===== src/hdl/soc_bus_pkg.sv =====
package soc_bus_pkg;

	// ==============================
	// Basic bus types
	// ==============================

	typedef logic [31:0] bus_data_t;

	// Top nibble of every byte address
	typedef logic [3:0] region_t;

	// Memory view of an address
	typedef struct packed
	{
		region_t     region;
		logic [27:0] offset;
	} mem_addr_t;

	// Register view of an address
	typedef struct packed
	{
		region_t     region;
		logic [22:0] pad;
		logic [2:0]  index;
		logic [1:0]  byte_sel;
	} reg_addr_t;

	// Same 32 bits, decoded per target
	typedef union packed
	{
		mem_addr_t mem;
		reg_addr_t regs;
	} bus_addr_u;

	// ==============================
	// Request and response
	// ==============================

	// Level request, held until ready
	typedef struct packed
	{
		logic      request;
		logic      rw;
		bus_addr_u address;
		bus_data_t wdata;
	} bus_req_t;

	// One cycle ready pulse, rdata valid with it
	typedef struct packed
	{
		logic      ready;
		bus_data_t rdata;
	} bus_rsp_t;

endpackage


===== src/hdl/bus_access.sv =====
`timescale 1ns/100ps

module bus_access
(
	input  logic                  clock,
	input  logic                  i_arst_n,

	// Instruction port, read only
	input  soc_bus_pkg::bus_req_t i_port_a,
	output soc_bus_pkg::bus_rsp_t o_port_a,

	// Data port
	input  soc_bus_pkg::bus_req_t i_port_b,
	output soc_bus_pkg::bus_rsp_t o_port_b,

	// DMA port
	input  soc_bus_pkg::bus_req_t i_port_c,
	output soc_bus_pkg::bus_rsp_t o_port_c,

	// Shared bus
	output soc_bus_pkg::bus_req_t o_bus,
	input  soc_bus_pkg::bus_rsp_t i_bus
);
	import soc_bus_pkg::*;

	localparam logic [1:0] GRANT_IDLE = 2'd0;
	localparam logic [1:0] GRANT_A    = 2'd1;
	localparam logic [1:0] GRANT_B    = 2'd2;
	localparam logic [1:0] GRANT_C    = 2'd3;

	logic [1:0] grant;
	bus_req_t   port_a_rd;

	// Instruction port can never write
	always_comb
	begin
		port_a_rd = i_port_a;
		port_a_rd.rw = 1'b0;
	end

	// Grant holds until the target answers, then one idle cycle
	always_ff @(posedge clock or negedge i_arst_n)
	begin
		if (!i_arst_n)
			grant <= GRANT_IDLE;
		else
		begin
			case (grant)
				GRANT_IDLE:
				begin
					// Data port first, then DMA, then instruction
					if (i_port_b.request)
						grant <= GRANT_B;
					else if (i_port_c.request)
						grant <= GRANT_C;
					else if (i_port_a.request)
						grant <= GRANT_A;
				end
				default:
				begin
					if (i_bus.ready)
						grant <= GRANT_IDLE;
				end
			endcase
		end
	end

	// Request onto the bus, response back to the owner only
	always_comb
	begin
		o_bus = '0;
		o_port_a = '0;
		o_port_b = '0;
		o_port_c = '0;
		case (grant)
			GRANT_A:
			begin
				o_bus = port_a_rd;
				o_port_a = i_bus;
			end
			GRANT_B:
			begin
				o_bus = i_port_b;
				o_port_b = i_bus;
			end
			GRANT_C:
			begin
				o_bus = i_port_c;
				o_port_c = i_bus;
			end
			default:
			begin
				o_bus = '0;
			end
		endcase
	end

endmodule


===== config.mk =====
export PLATFORM = sky130hd
export DESIGN_NAME = bus_access
export DESIGN_NICKNAME = d
export VERILOG_FILES = /design/src/hdl/soc_bus_pkg.sv /design/src/hdl/bus_access.sv
export SDC_FILE = /design/constraint.sdc
export NUM_CORES = 1
export LEC_CHECK = 0
export BUFFER_PORTS_ARGS = -buffer_cell sky130_fd_sc_hd__buf_2
export CORE_AREA = 2 2 155 157
export DETAILED_ROUTE_END_ITERATION = 8
export DIE_AREA = 0 0 157 159
export GPL_TIMING_DRIVEN = 0
export PLACE_DENSITY = 0.45
export SYNTH_ARGS = -nofsm -noshare
export SYNTH_HDL_FRONTEND = slang
export SYNTH_SLANG_ARGS = --single-unit

===== constraint.sdc =====
create_clock -name clock -period 1.8 [get_ports clock]
set_clock_uncertainty 0.1 [all_clocks]
set_input_delay 0.36 -clock clock [delete_from_list [all_inputs] [get_ports clock]]
set_output_delay 0.36 -clock clock [all_outputs]
set_load 0.01 [all_outputs]

==> reports/results.txt <==
port bufs = 396
Comb pwr share = 90.6%
PD cells = 740 nW/um2
Seq/Total Area, Yosys = 2.25%
worst path required time = 1.34 ns
max_slew headroom = 70.7%
biggest regs = grant (2)
GR Util met3 = 0.789%
DRC violations left = 0
Distinct cells, synth = 19
die width = 157 um
Longest Clk Path Bufs = 2
Final Max Tran Viols = 0
DIE AREA = 25000 um2
part of the power in registers = 1.8%
count leader, synth = and2_1
Area Growth Syn to Fin = 169%
drt wl/cell = 17.0 um
ys flop type = dfrtp_1
synthesized flop and latch total = 2
syn nets = 509
delay-heaviest family, CP = buffers and inverters
fmax = 465 MHz
fraction of layout cells with a size suffix above 1 = 82.3%
slack of the critical path = -0.352 ns
Hold Vio Cnt, Final = 0
VDD IR max = 283 uV
Worst Hold Class = in2reg
outcome = finished, violations left
site row count = 56
max reg flops = 2
Max Cap Viol = 0
Post-synth EDFFs = 0
initial antenna violation count = 0
worst-path maximum fanout = 7
Sw Ratio = 41.6%
most common library cells after synthesis = and2_1, a22o_1, mux2_2
critical path startpoint category = register
CTS sink count = 2
initial drt markers = 173
starting density of the core = 9.61%
Crit Path Class = reg2out
DR pass1 iterations = 4
WHS = 0.258 ns
violated checks = setup timing
Worst EP arrival = 1.69 ns
worst skew pair latency = 0.22 ns
CTS tree = yes
TNS Setup = -40.60 ns
total CTS buffers = 3
worst slack, placed = -0.529 ns
setup violators final = 165
hpwl dp = 12.8 mm
Crit-path slowest cell = dfrtp_2
GR Util met1 = 13.6%
nets = 935
Final min period = 2.15 ns
I/O pins = 398
clock power share = 7.6%
total power = 4.43 mW
Cell Chain, Critical Path = nor2b_4 > buf_6 > buf_12 > buf_12 > a22o_1 > buf_2
Largest Register = grant
largest net degree at the start of global routing = 11
Worst setup EP type = primary output
Crit path largest cell delay = 0.47 ns
GRT Overall Usage = 11.4%
Core ar. = 23200 um2
Synth area leaders = a22o_1, and2_1, mux2_2, mux2_1, and3_1
Avg Inst Size Synth = 8.07 um2
Pint = 2.59 mW
actual slew at the worst max-slew pin = 0.439 ns
Clock Pin Slew Worst Setup and Hold Paths = 0.03 ns
via count = 4012
hold path start = i_port_b[65]
Leak Pwr = 3.39 nW
Tcrit/Tclk final = 120%
Netlist Area Pre-Place = 2230 um2
gr busiest metal = met2
Net Switching = 1.84 mW
post-route ant nets = 0
global route overflow = 0
Die Height = 159 um
final wirelength = 17.4 mm
post-synth top area cell = a22o_1
vias per cell = 3.94
worst setup path start = grant[0]
ys async rst share = 100%
number of global-route vias before repair = 3975
Post-Synthesis Cells = 276
most frequent CP cell = buf_12
htree depth = 1
post-synth top area share = 25.5%
FF-to-FF Start = grant[0]
grt met2 use = 22.5%
RSZ-0062 raised after global routing = yes
Yosys warnings = 0
Placer Congestion = 0.777
Root Buffer = clkbuf_16
first-pass GRT wire length = 22.2 mm
number of diodes = 0
CP Buf/Inv Count = 4
[cell type report]
class,instances,area [um2]
Tap cell,319,399
Buffer,35,452
Timing Repair Buffer,422,2760
Multi-Input combinational cell,238,2250
Fill cell,2521,17200
Clock buffer,3,75.1
Sequential cell,2,51.3
[cells by family after synthesis]
family | after synthesis | synth area share, %
AND/OR/NAND/NOR | 104 | 29.2
AO/OA/AOI/OAI | 67 | 26.3
multiplexers | 67 | 33.7
buffers and inverters | 36 | 8.53
flip-flops | 2 | 2.25
[cells in the final DEF (no fill, tap or decap), drive strengths merged, types with 2 or more instances in the layout]
cell / count
buf: 436
and2: 66
a22o: 65
mux2: 65
and3: 33
clkbuf: 23
nor2b: 3
mux2i: 2
dfrtp: 2
[metrics by stage]
stage,cells,util [%],cell area [um2]
after floorplan,276,-,2230
after global placement,991,19.9,4610
after detailed placement,991,19.9,4610
after CTS,1005,22.7,5260
after global routing,1019,25.8,5980
final,1019,25.8,5980
[final timing paths]
check	end	slack, ns	depth (start not counted)
setup reg to reg	grant[0]	0.17	5
hold reg to reg	grant[0]	0.68	2
hold / removal	grant[0]	0.26	2
min in group asynchronous	grant[0]	0.41	2
max in group asynchronous	grant[0]	1.08	2
setup / recovery	o_bus[59]	-0.35	6
[routing by layer]
metal,wire length (um),share of wire (%)
met4,136,0.78
met5,0,0
met2,9300,54
met1,6830,39
met3,1100,6.3
[power groups by stage]
| stage | clock network [mW] | logic (mW) | registers (mW) |
|---|---|---|---|
| 2_1_floorplan | 0 | 1.61 | 0.0638 |
| 3_5_place_dp | 0 | 2.87 | 0.0729 |
| 4_1_cts | 0.339 | 3.49 | 0.0760 |
| 6_report | 0.335 | 4.01 | 0.0797 |
| 5_1_grt | 0.346 | 4.28 | 0.0826 |
| 3_3_place_gp | 0 | 2.89 | 0.0710 |
[timing repair]
item,CTS,global route
pin swaps,16,36
hold buffers,1,0
gates cloned,5,8
hold endpoints to repair,2,0
resized for setup,114,136
setup buffers,5,7
setup endpoints to repair,165,165
Power figures use the tool's default switching activity.
