`src/hdl/soc_bus_pkg.sv`:
```
package soc_bus_pkg;

	// ==============================
	// Basic bus types
	// ==============================

	typedef logic [31:0] bus_data_t;

	// Top nibble of every byte address
	typedef logic [3:0] region_t;

	// Memory view of an address
	typedef struct packed
	{
		region_t     region;
		logic [27:0] offset;
	} mem_addr_t;

	// Register view of an address
	typedef struct packed
	{
		region_t     region;
		logic [22:0] pad;
		logic [2:0]  index;
		logic [1:0]  byte_sel;
	} reg_addr_t;

	// Same 32 bits, decoded per target
	typedef union packed
	{
		mem_addr_t mem;
		reg_addr_t regs;
	} bus_addr_u;

	// ==============================
	// Request and response
	// ==============================

	// Level request, held until ready
	typedef struct packed
	{
		logic      request;
		logic      rw;
		bus_addr_u address;
		bus_data_t wdata;
	} bus_req_t;

	// One cycle ready pulse, rdata valid with it
	typedef struct packed
	{
		logic      ready;
		bus_data_t rdata;
	} bus_rsp_t;

endpackage

```
`src/hdl/soc_map_pkg.sv`:
```
package soc_map_pkg;

	// ==============================
	// Region codes
	// ==============================

	localparam soc_bus_pkg::region_t REGION_RAM   = 4'h1;
	localparam soc_bus_pkg::region_t REGION_LED   = 4'h4;
	localparam soc_bus_pkg::region_t REGION_TIMER = 4'hA;

	// ==============================
	// Timer registers
	// ==============================

	// Word index inside the timer region
	localparam logic [2:0] TMR_CTRL    = 3'd0;
	localparam logic [2:0] TMR_COMPARE = 3'd1;
	localparam logic [2:0] TMR_COUNT   = 3'd2;
	localparam logic [2:0] TMR_STATUS  = 3'd3;

	// ==============================
	// LED output
	// ==============================

	// Width of the LED bank
	localparam int LED_WIDTH = 10;

endpackage

```
`src/hdl/control_regs.sv`:
```
`timescale 1ns/100ps

module control_regs
#(
	parameter int TIMER_PRESCALE = 4
)
(
	input  logic                              clock,
	input  logic                              i_arst_n,
	input  soc_bus_pkg::bus_req_t             i_led_req,
	input  soc_bus_pkg::bus_req_t             i_timer_req,
	output soc_bus_pkg::bus_rsp_t             o_rsp,
	output logic [soc_map_pkg::LED_WIDTH-1:0] o_led,
	output logic                              o_irq
);
	import soc_bus_pkg::*;
	import soc_map_pkg::*;

	localparam int PSC_W = $clog2(TIMER_PRESCALE + 1);

	logic                 ready_q;
	bus_data_t            rdata_q;
	bus_data_t            read_word;
	logic [LED_WIDTH-1:0] led_q;
	logic                 tmr_enable;
	bus_data_t            tmr_compare;
	bus_data_t            tmr_count;
	logic                 tmr_irq;
	logic [PSC_W-1:0]     psc_count;
	logic                 tick;
	logic                 accept;
	logic                 led_wr;
	logic                 tmr_wr;

	// Shared handshake for both register blocks
	assign accept = !ready_q && (i_led_req.request || i_timer_req.request);
	assign led_wr = accept && i_led_req.request && i_led_req.rw;
	assign tmr_wr = accept && i_timer_req.request && i_timer_req.rw;
	assign tick   = tmr_enable && (psc_count == PSC_W'(TIMER_PRESCALE - 1));

	// ==============================
	// Register state
	// ==============================

	always_ff @(posedge clock or negedge i_arst_n)
	begin
		if (!i_arst_n)
		begin
			ready_q <= 1'b0;
			led_q <= '0;
			tmr_enable <= 1'b0;
			tmr_compare <= '0;
			tmr_count <= '0;
			tmr_irq <= 1'b0;
			psc_count <= '0;
		end
		else
		begin
			ready_q <= accept;
			// Prescaler only runs while enabled
			if (!tmr_enable || tick)
				psc_count <= '0;
			else
				psc_count <= psc_count + 1'b1;
			if (led_wr)
				led_q <= i_led_req.wdata[LED_WIDTH-1:0];
			if (tmr_wr)
			begin
				case (i_timer_req.address.regs.index)
					TMR_CTRL:    tmr_enable <= i_timer_req.wdata[0];
					TMR_COMPARE: tmr_compare <= i_timer_req.wdata;
					TMR_STATUS:  tmr_irq <= 1'b0;
					default:     ;
				endcase
			end
			// A match on the same edge as a clear still raises the interrupt
			if (tick)
			begin
				if (tmr_count == tmr_compare)
				begin
					tmr_count <= '0;
					tmr_irq <= 1'b1;
				end
				else
					tmr_count <= tmr_count + 1'b1;
			end
		end
	end

	// Read mux
	always_comb
	begin
		read_word = '0;
		if (i_led_req.request)
			read_word = bus_data_t'(led_q);
		else
		begin
			case (i_timer_req.address.regs.index)
				TMR_CTRL:    read_word = bus_data_t'(tmr_enable);
				TMR_COMPARE: read_word = tmr_compare;
				TMR_COUNT:   read_word = tmr_count;
				TMR_STATUS:  read_word = bus_data_t'(tmr_irq);
				default:     read_word = '0;
			endcase
		end
	end

	always_ff @(posedge clock)
	begin
		if (accept)
			rdata_q <= read_word;
	end

	assign o_rsp.ready = ready_q;
	assign o_rsp.rdata = rdata_q;
	assign o_led       = led_q;
	assign o_irq       = tmr_irq;

endmodule

```
`config.mk`:
```
export PLATFORM = sky130hd
export DESIGN_NAME = control_regs
export DESIGN_NICKNAME = d
export VERILOG_FILES = /design/src/hdl/soc_bus_pkg.sv /design/src/hdl/soc_map_pkg.sv /design/src/hdl/control_regs.sv
export SDC_FILE = /design/constraint.sdc
export NUM_CORES = 1
export LEC_CHECK = 0
export ABC_CLOCK_PERIOD_IN_PS = 3400
export BUFFER_PORTS_ARGS = -buffer_cell sky130_fd_sc_hd__buf_2
export CAP_MARGIN = 20
export CORE_MARGIN = 4
export CORE_UTILIZATION = 35
export DETAILED_ROUTE_END_ITERATION = 8
export PLACE_DENSITY = 0.64
export SLEW_MARGIN = 30
export SYNTH_ARGS = -nofsm -noshare
export SYNTH_HDL_FRONTEND = slang
export SYNTH_SLANG_ARGS = --single-unit
export TNS_END_PERCENT = 5
```
`constraint.sdc`:
```
create_clock -name clock -period 3.4 [get_ports clock]
set_input_delay 0.17 -clock clock [delete_from_list [all_inputs] [get_ports clock]]
set_output_delay 0.17 -clock clock [all_outputs]
set_load 0.01 [all_outputs]
```
==> summary.txt <==
Outcome
  • Status: complete, no violations

Placed design
  • Buffers added on ports: 94
  • Dpl hpwl: 8.66 mm
  • Dpl ws: between 1000 and 1500 ps
  • Gpl congestion: 0.793

Final layout
  • ANT cells: 0
  • Share of post-route cells with drive strength above 1: 0.329
  • Fillers: ~1400
  • Seq. cell area: 2960 um^2
  • Area Overhead vs Synth: 18.5%
  • Area of the multi-input gates: around 2300 um^2
  • Layout net count: 679

Synth
  • Post-synth top area share: 0.371
  • Mapped Cells: 461
  • Synth warn: 0
  • Mapped Avg Cell Area: ~12 um^2
  • Yosys reg bits: between 100 and 150
  • Post-synth EDFFs: 32
  • Area leader, netlist: dfrtp_1
  • Sequential fraction of the synthesis area: 0.549
  • Synth cell types: 44
  • Synth area leaders: dfrtp_1, edfxtp_1, mux2_2, xor2_1, a22oi_1
  • Synthesized Nets: 598
  • Post-Syn Area: between 5000 and 6000 um^2
  • Synth async-reset ratio: 0.714
  • Most used flip-flop cell after synthesis: dfrtp_1

Clock tree
  • CTS resizes: 0
  • H-tree levels: 3
  • CTS tree: done
  • Deepest clock path buffer count: 2
  • CTS clk-pin slew, worst paths: around 70 ps
  • Root cell of the clock tree: clkbuf_16
  • Worst-Skew Late Latency: around 360 ps
  • Post-CTS Setup Repair Bufs: 0
  • Hold Buf Count CTS: 1
  • Total CTS buffers: 9
  • Clock sinks: 112

GRT
  • Vias in the first global route: between 3000 and 4000
  • Largest net degree at the start of global routing: between 80 and 90
  • Remaining global-route overflow: 0
  • Gr usage total: 0.146
  • Initial antenna violation count: 0
  • First-pass GRT wire length: around 20 mm

Floorplanning
  • Starting Density: 0.356
  • Die area: about 17000 um^2
  • Core Region: 15100 um^2
  • # rows: 45
  • Ports: roughly 180
  • Die Wd: 132 um
  • Die height: between 100 and 150 um

Timing
  • Max Slew Vio Count: 0
  • Slack of the critical path: 1190 ps
  • Setup violators final: 0
  • RSZ-0062 raised after global routing: false
  • Worst slew pin tran: 791 ps
  • Fmax: between 400 and 500 MHz
  • Setup_tns: 0 ps
  • Min Tclk post-route: 2210 ps
  • Hold Violations, Final: 0
  • Hold slack: between 40 and 50 ps
  • Setup Skew: approximately 9.8 ps
  • Slew margin rel.: 0.472
  • Final worst-path cycle share: 0.651

Drt
  • Drt first pass iters: 5
  • Via count: approximately 3800
  • DRT Wirelength: 12.4 mm
  • DR iter-0 viols: 210
  • DRC Markers: 0
  • Number of vias per cell: approximately 5.1
  • Drt wl/cell: between 15 and 20 um
  • Antenna Nets Post-Route: 0

Critical path
  • Setup crit start kind: register
  • R2R depth: 7
  • Nature of the critical path endpoint: register
  • WP data arrival: around 2500 ps
  • Largest delay share family, worst path: simple AND/OR/NAND/NOR gates
  • Crit Path Category: reg2reg
  • Slowest CP cell: or4_4
  • Worst path depth: 7
  • Most frequent cell on the critical path: ha_1
  • Worst Path Buf+Inv: 0
  • Worst Path Max Fanout: 5
  • Critical Path RT: about 3700 ps
  • CP max stage delay: 530 ps
  • CP cell instances: ha_1 > ha_1 > nand4_4 > nor3_4 > nand3_2 > or4_4 > a21oi_2

Pwr
  • Combinational share of power: 0.143
  • Clk pwr share: 0.350
  • Maximum vdd drop: ~230 uV
  • Flop pwr share: 0.507
  • Switching share of power: 0.253
  • Int Pwr: around 2500 uW
  • Net load switching power: 852 uW
  • Pwr Density: about 530 nW/um^2
  • Leak: approximately 0.0028 uW

Min path
  • Hold path cells: 2
  • Worst min-delay path class: in2reg

Run
  • MaxCap Viol Count: 0
==> cells in the final DEF, fill, tap and decap left out, types with 2 or more instances in the layout <==
| master | count |
|---|---|
| nor2_1 | 58 |
| mux2_2 | 43 |
| a22oi_1 | 31 |
| o21ai_0 | 17 |
| nor4_1 | 9 |
| xor2_1 | 49 |
| and3_1 | 3 |
| clkbuf_16 | 10 |
| nand3b_1 | 3 |
| nor3_1 | 8 |
| nand2_1 | 15 |
| buf_2 | 93 |
| a21oi_1 | 2 |
| nand3_1 | 11 |
| or4_4 | 2 |
| nor3b_1 | 2 |
| bufinv_16 | 2 |
| nand4_1 | 17 |
| or2_2 | 3 |
| nand3_2 | 2 |
| ha_1 | 3 |
| inv_1 | 4 |
| edfxtp_1 | 32 |
| nor3_2 | 3 |
| nor2_4 | 2 |
| nor3b_2 | 2 |
| xnor2_1 | 8 |
| buf_4 | 6 |
| and4_1 | 2 |
| dfrtp_1 | 80 |
| or3_1 | 3 |
==> per-stage QoR <==
step	instance area, um^2	util	power (uW)	instances
after CTS	6400	0.422	3420	735
after global routing	6400	0.422	3540	735
after global placement	6040	0.399	2210	718
after detailed placement	6040	0.399	2230	718
after floorplan	5400	-	2000	461
final	6400	0.422	3370	735
==> flip-flops by register name, summed over array words and instances, names as in the netlist <==
register	cells
o_irq	1
o_led	10
psc_count	3
rdata_q	32
ready_q	1
tmr_compare	32
tmr_count	32
tmr_enable	1
==> power by group through the flow <==
stage,sequential [uW],clock [uW],combinational (uW)
6_report,1710,1180,483
5_1_grt,1730,1270,538
4_1_cts,1710,1220,495
3_5_place_dp,1740,0,491
3_3_place_gp,1730,0,482
2_1_floorplan,1740,0,263
==> cells by family (layout without fill, tap and decap cells) <==
family,count (synthesis),in the layout,share of synthesized area
AOI/OAI and AO/OA,53,53,0.0654
adders and majority gates,3,3,0.00695
buffers and inverters,35,121,0.0283
muxes,44,44,0.0946
and+or+nand+nor,157,157,0.164
xor gates and xnor gates,57,57,0.0925
DFF,112,112,0.549
==> worst paths after layout <==
| kind | end | startpoint | slack, ps |
|---|---|---|---|
| worst max register to register | tmr_count[30] | psc_count[0] | 1190 |
| min in group asynchronous | o_led[8] | i_arst_n | 390 |
| worst min-delay path | o_led[1] | i_led_req[1] | 40 |
| worst min register to register | psc_count[0] | psc_count[0] | 450 |
| max in group asynchronous | tmr_compare[23] | i_arst_n | 2420 |
| worst max-delay path | tmr_count[30] | psc_count[0] | 1190 |
==> metal layers <==
layer  vias up  global-route usage  share of wire
li1       1807                   -              -
met1      1854               0.187           0.44
met2        86               0.248           0.50
met3        14              0.0336          0.045
met4         0              0.0439          0.014
met5         -                   0              0
==> cells in the mapped netlist, types with 2 or more instances <==
| master | instances |
|---|---|
| nor2_1 | 59 |
| xnor2_1 | 8 |
| and4_1 | 2 |
| nor4_1 | 9 |
| buf_2 | 14 |
| a22oi_1 | 31 |
| nand3_1 | 11 |
| edfxtp_1 | 32 |
| a21oi_1 | 2 |
| or4_4 | 2 |
| nand2_1 | 15 |
| nor3_2 | 2 |
| clkbuf_1 | 16 |
| ha_1 | 3 |
| and3_1 | 3 |
| nor3b_1 | 4 |
| o21ai_0 | 17 |
| nor3_1 | 9 |
| nand3_2 | 2 |
| inv_1 | 4 |
| xor2_1 | 49 |
| dfrtp_1 | 80 |
| or2_2 | 3 |
| nor2_4 | 2 |
| or3_1 | 3 |
| nand4_1 | 17 |
| mux2_2 | 43 |
| nand3b_1 | 3 |
==> cell type report <==
class                      count  area share
clock inverter                 4      0.0115
multi-input combinational    314       0.361
inverter                       4     0.00235
clock buffer                  12      0.0419
sequential                   112       0.463
tap                          188      0.0368
timing repair buffer         101      0.0831
Power figures use the tool's default switching activity.
