### src/hdl/soc_bus_pkg.sv
package soc_bus_pkg;

	// ==============================
	// Basic bus types
	// ==============================

	typedef logic [31:0] bus_data_t;

	// Top nibble of every byte address
	typedef logic [3:0] region_t;

	// Memory view of an address
	typedef struct packed
	{
		region_t     region;
		logic [27:0] offset;
	} mem_addr_t;

	// Register view of an address
	typedef struct packed
	{
		region_t     region;
		logic [22:0] pad;
		logic [2:0]  index;
		logic [1:0]  byte_sel;
	} reg_addr_t;

	// Same 32 bits, decoded per target
	typedef union packed
	{
		mem_addr_t mem;
		reg_addr_t regs;
	} bus_addr_u;

	// ==============================
	// Request and response
	// ==============================

	// Level request, held until ready
	typedef struct packed
	{
		logic      request;
		logic      rw;
		bus_addr_u address;
		bus_data_t wdata;
	} bus_req_t;

	// One cycle ready pulse, rdata valid with it
	typedef struct packed
	{
		logic      ready;
		bus_data_t rdata;
	} bus_rsp_t;

endpackage

### src/hdl/soc_map_pkg.sv
package soc_map_pkg;

	// ==============================
	// Region codes
	// ==============================

	localparam soc_bus_pkg::region_t REGION_RAM   = 4'h1;
	localparam soc_bus_pkg::region_t REGION_LED   = 4'h4;
	localparam soc_bus_pkg::region_t REGION_TIMER = 4'hA;

	// ==============================
	// Timer registers
	// ==============================

	// Word index inside the timer region
	localparam logic [2:0] TMR_CTRL    = 3'd0;
	localparam logic [2:0] TMR_COMPARE = 3'd1;
	localparam logic [2:0] TMR_COUNT   = 3'd2;
	localparam logic [2:0] TMR_STATUS  = 3'd3;

	// ==============================
	// LED output
	// ==============================

	// Width of the LED bank
	localparam int LED_WIDTH = 10;

endpackage

### src/hdl/bus_decoder.sv
`timescale 1ns/100ps

module bus_decoder
(
	// Arbitrated bus
	input  soc_bus_pkg::bus_req_t i_bus,
	output soc_bus_pkg::bus_rsp_t o_bus,

	// Target requests
	output soc_bus_pkg::bus_req_t o_ram_req,
	output soc_bus_pkg::bus_req_t o_led_req,
	output soc_bus_pkg::bus_req_t o_timer_req,

	// Target responses
	input  soc_bus_pkg::bus_rsp_t i_ram_rsp,
	input  soc_bus_pkg::bus_rsp_t i_ctrl_rsp
);
	import soc_bus_pkg::*;
	import soc_map_pkg::*;

	region_t region;
	logic    ram_sel;
	logic    led_sel;
	logic    timer_sel;

	// ==============================
	// Region select
	// ==============================

	// Region nibble sits in the same place in both views
	assign region    = i_bus.address.mem.region;
	assign ram_sel   = (region == REGION_RAM);
	assign led_sel   = (region == REGION_LED);
	assign timer_sel = (region == REGION_TIMER);

	// Copies of the bus, request gated per target
	always_comb
	begin
		o_ram_req = i_bus;
		o_ram_req.request = i_bus.request & ram_sel;
		o_led_req = i_bus;
		o_led_req.request = i_bus.request & led_sel;
		o_timer_req = i_bus;
		o_timer_req.request = i_bus.request & timer_sel;
	end

	// ==============================
	// Response mux
	// ==============================

	// Unmapped regions never answer
	always_comb
	begin
		if (ram_sel)
			o_bus = i_ram_rsp;
		else if (led_sel || timer_sel)
			o_bus = i_ctrl_rsp;
		else
			o_bus = '0;
	end

endmodule

### config.mk
export PLATFORM = sky130hd
export DESIGN_NAME = bus_decoder
export DESIGN_NICKNAME = d
export VERILOG_FILES = /design/src/hdl/soc_bus_pkg.sv /design/src/hdl/soc_map_pkg.sv /design/src/hdl/bus_decoder.sv
export SDC_FILE = /design/constraint.sdc
export NUM_CORES = 1
export LEC_CHECK = 0
export BUFFER_PORTS_ARGS = -buffer_cell sky130_fd_sc_hd__buf_2
export CORE_AREA = 2 2 141 143
export DETAILED_ROUTE_END_ITERATION = 10
export DIE_AREA = 0 0 143 145
export GPL_TIMING_DRIVEN = 0
export SKIP_LAST_GASP = 1
export SLEW_MARGIN = 0
export SYNTH_ARGS = -nofsm -noshare
export SYNTH_HDL_FRONTEND = slang
export SYNTH_SLANG_ARGS = --single-unit
### constraint.sdc
create_clock -name vclk -period 1.4
set_input_delay 0.14 -clock vclk [all_inputs]
set_output_delay 0.14 -clock vclk [all_outputs]
set_load 0.01 [all_outputs]
==> out/qor.txt, run 1 <==
run status -> finished with violations
failing checks -> negative setup slack
I/O pins -> 363
Hold WC Path Type -> in -> out
sequential share of the synthesized area -> 0%
Reg area -> 0 um^2
RSZ-0062 raised after global routing -> true
antenna cells -> 0
drt initial violations -> 75
vias in the first global route -> 2,262
Crit Path Max Fanout -> 6
Fin. Hold Viols -> 0
Final Slew Violations -> 0
Crit path required time -> 1.26 ns
multi-input logic area -> 385.4 um^2
initial antenna violation count -> 0
Crit Path Class -> in -> out
Compound-Gate Fraction of Synth Area -> 16.43%
Final Cycle Share -> 109.8%
Vias/cell -> 2.994
Power Density -> 298.6 nW/um^2
GR Util All Layers -> 7.411%
Crit. End Element -> primary output
pre-CTS setup slack -> -0.9900 ns
syn avg cell area -> 7.678 um^2
DIE WIDTH -> 143 um
multiplexer share of the synthesized area -> 0%
Pre-antenna DRT Iters -> 4
# fillers -> 2,146
share of post-route cells with drive strength above 1 -> 93.51%
XOR/XNOR share of the synthesized area -> 0%
Cell Area, Placed -> 3701 um^2
fin area -> 3975 um^2
fmax -> 650.8 MHz
Vias -> 2,455
worst-margin pin slew -> 0.2373 ns
hpwl dp -> 7.881 mm
Starting Density -> 9.674%
startpoint types -> input port
CORE AREA -> 19,210 um^2
Final GP Congestion -> 0.7587
syn nets -> 374
Synth Area in Adders -> 0%
post-synthesis cell area -> 1858 um^2
row cnt -> 51
mean routed wirelength per cell -> 11.02 um
DR DRC count -> 0
hold_buf cts -> 0
die area -> 20,740 um^2
total global routing overflow -> 0
MaxCap Viol Count -> 0
P_leak -> 2.452 nW
largest net degree at the start of global routing -> 11
P&R area growth vs syn -> 113.9%
Antenna Nets Post-Route -> 0
global-route wire length before repair -> 12.08 mm
clock buf count -> 0
Crit. Startpoint -> i_bus[61]
Port Buffers -> 302
Simple-Gate Fraction of Synth Area -> 2.761%
NumNets Final -> 689
Die H -> 145 um
Seq cells -> 0
WL final -> 9.039 mm
Hold Startpoint -> i_bus[14]
Synth Warn # -> 0
Slew Limit Headroom -> 84.11%
fin crit period -> 1.537 ns
final worst slack -> -0.1366 ns
Yosys cell types -> 10
Final setup viols -> 33
cell count after synthesis -> 242
WP data arrival -> 1.40 ns
largest family of logic cells by synthesized area -> buffers and inverters
VDD IR-drop max -> 0.00008454 V
per-layer routing:
layer  wire [um]  GRT usage, %
met5           0             0
met1        3243         7.765
met4           0             0
met3         746        0.5281
met2        5048         16.27
metrics by stage:
step	hold slack [ns]	util, %	TNS [ns]	total power [mW]	cells
after floorplan	0.3718	-	0	0.6678	242
after global placement	0.4643	19.27	-27.23	1.115	809
after detailed placement	0.4640	19.27	-26.77	1.119	809
after CTS	0.4640	20.89	-3.488	1.216	822
after global routing	0.4672	20.70	-4.995	1.273	820
final	0.4631	20.70	-3.017	1.187	820
what timing repair did:
action,CTS,global route
pin swaps,7,9
cloned,2,0
setup buffers,11,1
gates resized for setup,34,6
setup endpoints to repair,34,34
worst paths after layout:
check | endpoint | slack [ns] | cells after the start
hold / removal | o_timer_req[14] | 0.46 | 2
setup / recovery | o_bus[31] | -0.14 | 7
layout make-up:
| class | instances | area share (%) |
|---|---|---|
| repair buffers | 313 | 43.00 |
| plain buffers | 201 | 38.97 |
| multi-input cells | 41 | 9.695 |
| well taps | 265 | 8.341 |
where the power goes:
group / switching [mW] / leakage [nW] / internal [mW]
clock network: 0 / 0 / 0
registers: 0 / 0 / 0
logic: 0.457 / 2.45 / 0.730
total: 0.457 / 2.45 / 0.730
Yosys cell counts (all sizes together):
| library cell | instances | share of area (%) |
|---|---|---|
| and2 | 1 | 0.34 |
| nand2b | 1 | 0.34 |
| or3b | 1 | 0.47 |
| a22o | 33 | 16 |
| buf | 201 | 81 |
| nor2 | 2 | 0.40 |
| nor4b | 1 | 0.81 |
| nand3b | 1 | 0.40 |
| a21oi | 1 | 0.88 |
logic make-up after synthesis:
| logic type | Yosys count |
|---|---|
| buf+inv | 201 |
| compound gates | 34 |
| simple gates | 7 |
cell usage in the layout (no fill, tap or decap):
| cell type | Yosys | layout |
|---|---|---|
| a21oi_4 | 1 | 1 |
| a22o_1 | 33 | 31 |
| a22o_4 | 0 | 2 |
| and2_1 | 1 | 1 |
| buf_12 | 0 | 7 |
| buf_2 | 3 | 293 |
| buf_4 | 198 | 205 |
| buf_6 | 0 | 6 |
| buf_8 | 0 | 3 |
| nand2b_1 | 1 | 1 |
| nand3b_1 | 1 | 1 |
| nor2_1 | 2 | 2 |
| nor4b_4 | 0 | 1 |
| or3b_4 | 0 | 1 |
worst max-delay path, stage by stage:
cell and delay, ns:
buf_12 0.10, or3b_4 0.41, a21oi_4 0.17, buf_12 0.15, buf_12 0.13, a22o_1 0.14, buf_2 0.14
(Power assumes the default switching activity.)
==> run 2: changes to the inputs <==
- SKIP_LAST_GASP: 1 -> not set
==> out/qor.txt, run 2 (synthesis gave the netlist of run 1 again) <==
run status -> finished with violations
failing checks -> negative setup slack
drt initial violations -> 57 (-24%)
final worst slack -> -0.1364 ns (+0.0001450 ns)
Vias -> 2,457 (+0.081%)
P_leak -> 2.454 nW (about the same)
Layout Cells excl Fill -> 820 (unchanged)
hold_buf cts -> 0 (unchanged)
clock share of power -> 0% (unchanged)
Port Buffers -> 302 (unchanged)
worst-margin pin slew -> 0.2373 ns (unchanged)
Crit. End Element -> primary output
combinational power share -> 100.0% (about the same)
largest net degree at the start of global routing -> 11 (unchanged)
Psw -> 0.4573 mW (about the same)
Crit path required time -> 1.26 ns (about the same)
MaxCap Viol Count -> 0 (unchanged)
Power Density -> 298.4 nW/um^2 (about the same)
Slew Limit Headroom -> 84.11% (unchanged)
most frequent cells in the layout -> buf_2, buf_4, a22o_1
Reg area -> 0 um^2 (unchanged)
vias in the first global route -> 2,262 (unchanged)
Final Cycle Share -> 109.7% (about the same)
Pint -> 0.7310 mW (+0.17%)
CP most frequent cell -> buf_12
Final Slew Violations -> 0 (unchanged)
VDD IR-drop max -> 0.00008454 V (about the same)
fmax -> 650.9 MHz (about the same)
Crit Path Class -> in -> out
Vias/cell -> 2.996 (about the same)
global-route wire length before repair -> 12.08 mm (unchanged)
# fillers -> 2,147 (+0.047%)
Slowest cell on crit path -> or3b_4
Fin. Hold Viols -> 0 (unchanged)
Pre-antenna DRT Iters -> 4 (unchanged)
NumNets Final -> 689 (unchanged)
hpwl dp -> 7.881 mm (unchanged)
CP peak stage delay -> 0.41 ns (about the same)
GR Util All Layers -> 7.411% (unchanged)
commonest non-fill, non-tap cell in the layout -> buf_2
Hold WC Path Type -> in -> out
multi-input logic area -> 385.4 um^2 (unchanged)
Post-Place Cells -> 809 (unchanged)
Seq cells -> 0 (unchanged)
clock buf count -> 0 (unchanged)
fin crit period -> 1.536 ns (-0.0001450 ns)
initial antenna violation count -> 0 (unchanged)
share of post-route cells with drive strength above 1 -> 93.51% (unchanged)
WP data arrival -> 1.40 ns (about the same)
CORE AREA -> 19,210 um^2 (unchanged)
Setup TNS -> -3.025 ns (-0.007870 ns)
Seq pwr share -> 0% (unchanged)
PnR Total Power -> 1.188 mW (+0.12%)
I/O pins -> 363 (unchanged)
row cnt -> 51 (unchanged)
Final GP Congestion -> 0.7587 (unchanged)
total global routing overflow -> 0 (unchanged)
P&R area growth vs syn -> 114.3%
mean routed wirelength per cell -> 11.04 um (+0.12%)
Die H -> 145 um (unchanged)
CP cell instances -> buf_12 > or3b_4 > a21oi_4 > buf_12 > buf_12 > a22o_1 > buf_2
WL final -> 9.050 mm (+0.12%)
RSZ-0062 raised after global routing -> true
Sw Share -> 38.48% (about the same)
antenna cells -> 0 (unchanged)
Crit Path Max Fanout -> 6 (unchanged)
startpoint types -> input port
Starting Density -> 9.674% (unchanged)
DR DRC count -> 0 (unchanged)
DIE WIDTH -> 143 um (unchanged)
Final setup viols -> 33 (unchanged)
die area -> 20,740 um^2 (unchanged)
Antenna Nets Post-Route -> 0 (unchanged)
==> run 2: cell types whose count changed in the layout (fill, tap and decap cells not counted) <==
cell   previous run  this run
buf_4           205       203
buf_6             6         8
==> run 2: power by group through the flow <==
stage | clock network [mW] | logic (mW) | registers [mW]
global placement | 0 | 1.11 | 0
floorplan | 0 | 0.668 | 0
global route | 0 | 1.27 | 0
detailed placement | 0 | 1.12 | 0
CTS | 0 | 1.22 | 0
finish | 0 | 1.19 | 0
==> run 2: metrics by stage <==
stage                     hold slack [ns]  cell area [um^2]  setup slack (ns)  util, %
after floorplan                    0.3718              1858            0.1402        -
after global placement             0.4643              3701            -1.013    19.27
after detailed placement           0.4640              3701           -0.9900    19.27
after CTS                          0.4640              4020           -0.1729    20.93
after global routing               0.4672              3983           -0.1962    20.73
final                              0.4631              3983           -0.1364    20.73
==> run 2: worst max-delay path, delay by kind of cell <==
family / cells / cell delay [ns]
buffers and inverters: 4 / 0.52
AOI/OAI and AO/OA: 2 / 0.31
and+or+nand+nor: 1 / 0.41
==> run 2: final timing paths <==
path | slack (ns) | cells after the start | to | start
max | -0.14 | 7 | o_bus[31] | i_bus[61]
min | 0.46 | 2 | o_timer_req[14] | i_bus[14]
==> run 2: final cells by class <==
cell class / instances / share of cell area, %
timing repair buffer: 313 / 43.01
multi-input combinational: 41 / 9.676
buffer: 201 / 38.99
tap: 265 / 8.325
==> run 2: metal layers <==
metal / global-route usage [%] / vias to the layer above / part of all wire [%]
li1: - / 1224 / -
met4: 0 / 0 / 0
met1: 7.765 / 1061 / 36
met5: 0 / - / 0
met2: 16.27 / 172 / 56
met3: 0.5281 / 0 / 8.3
==> run 2: timing repair <==
action / 4_1_cts / 5_1_grt
resized for setup: 36 / 6
setup endpoints to repair: 34 / 34
pin swaps: 7 / 9
cloned: 2 / 0
setup buffers: 11 / 1
==> run 3: changes to the inputs <==
- ABC_AREA: not set -> 1
- CORE_AREA: 2 2 141 143 -> 2 2 140 142
- DIE_AREA: 0 0 143 145 -> 0 0 142 144
- MAX_ROUTING_LAYER: not set -> met4
==> out/qor.txt, run 3 <==
worst-margin pin slew -> 0.2500 ns (+0.01270 ns)
global-route wire length before repair -> 10.71 mm (-11%)
# fillers -> 2,187 (+1.9%)
Seq cells -> 0 (unchanged)
mean routed wirelength per cell -> 9.936 um (-10%)
Starting Density -> 10.60% (+0.93 points)
Vias -> 2,701 (+9.9%)
Worst path top cell family by delay -> simple AND/OR/NAND/NOR gates
Reg area -> 0 um^2 (unchanged)
antenna cells -> 0 (unchanged)
row cnt -> 51 (unchanged)
NumNets Final -> 756 (+9.7%)
cell count after synthesis -> 319 (+32%)
fin crit period -> 1.306 ns (-0.2302 ns)
Vias/cell -> 3.141 (+4.8%)
Synth Warn # -> 0 (unchanged)
synth cell count leaders -> buf_4, nand2_1, nand3_1, buf_2, nor2_1
clock buf count -> 0 (unchanged)
most frequent cells in the layout -> buf_2, buf_4, nand2_1
Fin. Hold Viols -> 0 (unchanged)
count leader, synth -> buf_4
RSZ-0062 raised after global routing -> true
syn avg cell area -> 6.342 um^2 (-17%)
Die H -> 144 um (-0.69%)
fin area -> 3854 um^2 (-3.2%)
Crit Path Class -> in -> out
CP Buf/Inv Count -> 3 (-1)
cell taking the most area after synthesis -> buf_4
Antenna Nets Post-Route -> 0 (unchanged)
I/O pins -> 363 (unchanged)
Power Density -> 295.8 nW/um^2 (-0.88%)
WL final -> 8.545 mm (-5.6%)
CORE AREA -> 19,080 um^2 (-0.66%)
Slew Limit Headroom -> 83.33% (-0.78 points)
Final Slew Violations -> 0 (unchanged)
vias in the first global route -> 2,177 (-3.8%)
post-synthesis cell area -> 2023 um^2 (+8.9%)
CP cell instances -> buf_2 > nor2_4 > nand2_1 > nand2_4 > buf_6 > nand2_1 > nand2_1 > buf_2
run status -> finished clean
VDD IR-drop max -> 0.00008678 V (+2.6%)
Crit Path Max Fanout -> 10 (+4)
commonest non-fill, non-tap cell in the layout -> buf_2
CP most frequent cell -> nand2_1
die area -> 20,450 um^2 (-1.4%)
Hold WC Path Type -> in -> out
total global routing overflow -> 0 (unchanged)
GR Util All Layers -> 6.706% (-0.71 points)
Final GP Congestion -> 0.7643 (+0.74%)
PnR Total Power -> 1.140 mW (-4.1%)
Final setup viols -> 0 (-100%)
ranking of synthesized cells by area -> buf_4, nand2_1, nand3_1
P&R area growth vs syn -> 90.48%
final hold slack -> 0.4628 ns (-0.0002700 ns)
MaxCap Viol Count -> 0 (unchanged)
Pre-antenna DRT Iters -> 4 (unchanged)
largest net degree at the start of global routing -> 11 (unchanged)
WP data arrival -> 1.17 ns (-0.23 ns)
Final Cycle Share -> 93.31% (-16 points)
CP peak stage delay -> 0.16 ns (-0.25 ns)
Crit. End Element -> primary output
Slowest cell on crit path -> nand2_4
DR DRC count -> 0 (unchanged)
fmax -> 765.5 MHz (+18%)
Port Buffers -> 302 (unchanged)
hpwl dp -> 7.777 mm (-1.3%)
Crit path required time -> 1.26 ns (about the same)
drt initial violations -> 35 (-39%)
Cell Area, Placed -> 3832 um^2 (+3.5%)
syn nets -> 451 (+21%)
startpoint types -> input port
top-area cell type share of the netlist area -> 72.36% (-7.6 points)
initial antenna violation count -> 0 (unchanged)
final worst slack -> 0.09372 ns (+0.2302 ns)
share of post-route cells with drive strength above 1 -> 82.15% (-11 points)
sequential share of the synthesized area -> 0% (unchanged)
Yosys cell types -> 10 (unchanged)
pre-CTS setup slack -> -0.1028 ns (+0.8872 ns)
DIE WIDTH -> 142 um (-0.70%)
P_leak -> 2.549 nW (+3.9%)
## run 3: cell count changes after synthesis, sizes merged, moves of 3 or more
cell   before  now
a22o       33    0
buf       201  204
nand3       0   33
inv         0    4
nor2        2    7
nand2       0   71
## run 3: layout make-up
| cell class | instances | area, um^2 | area share [%] |
|---|---|---|---|
| plain buffers | 204 | 1541 | 40.00 |
| multi-input cells | 111 | 480.5 | 12.47 |
| well taps | 238 | 297.8 | 7.727 |
| inverters | 4 | 15.01 | 0.3896 |
| repair buffers | 303 | 1519 | 39.42 |
## run 3: cells by family (layout without fill, tap and decap cells)
group / Yosys count / in the layout / share of synthesized area, %
buf+inv: 208 / 511 / 76.25
simple gates: 111 / 111 / 23.75
## run 3: final timing paths
check                  from         endpoint  depth (start not counted)
setup / recovery  i_bus[61]         o_bus[4]                          8
hold / removal    i_bus[41]  o_timer_req[41]                          2
## run 3: repair_timing
action | CTS | global route
gates resized for setup | 1 | 4
endpoints found under the setup margin | 30 | 9
hold buffers | 0 | 0
buffers inserted | 1 | 0
pin swaps | 1 | 2
## run 3: metal layers
| layer | vias up | GRT usage [%] | wire length, um |
|---|---|---|---|
| met5 | - | - | 0 |
| met1 | 1115 | 7.795 | 3262 |
| met2 | 194 | 13.25 | 4552 |
| met4 | 0 | 0.1053 | 0 |
| met3 | 0 | 0.5298 | 730 |
| li1 | 1392 | - | - |
## run 3: report_power, final
| group | leakage (nW) | internal (mW) | switching (mW) |
|---|---|---|---|
| Clock | 0 | 0 | 0 |
| Sequential | 0 | 0 | 0 |
| Combinational | 2.55 | 0.670 | 0.470 |
| Total | 2.55 | 0.670 | 0.470 |
## run 3: through the flow
stage                     std cells  util (%)  TNS (ns)
after floorplan                 319         -         0
after global placement          859     20.09    -1.617
after detailed placement        859     20.09    -1.351
after CTS                       860     20.14         0
after global routing            860     20.20  -0.03227
final                           860     20.20         0
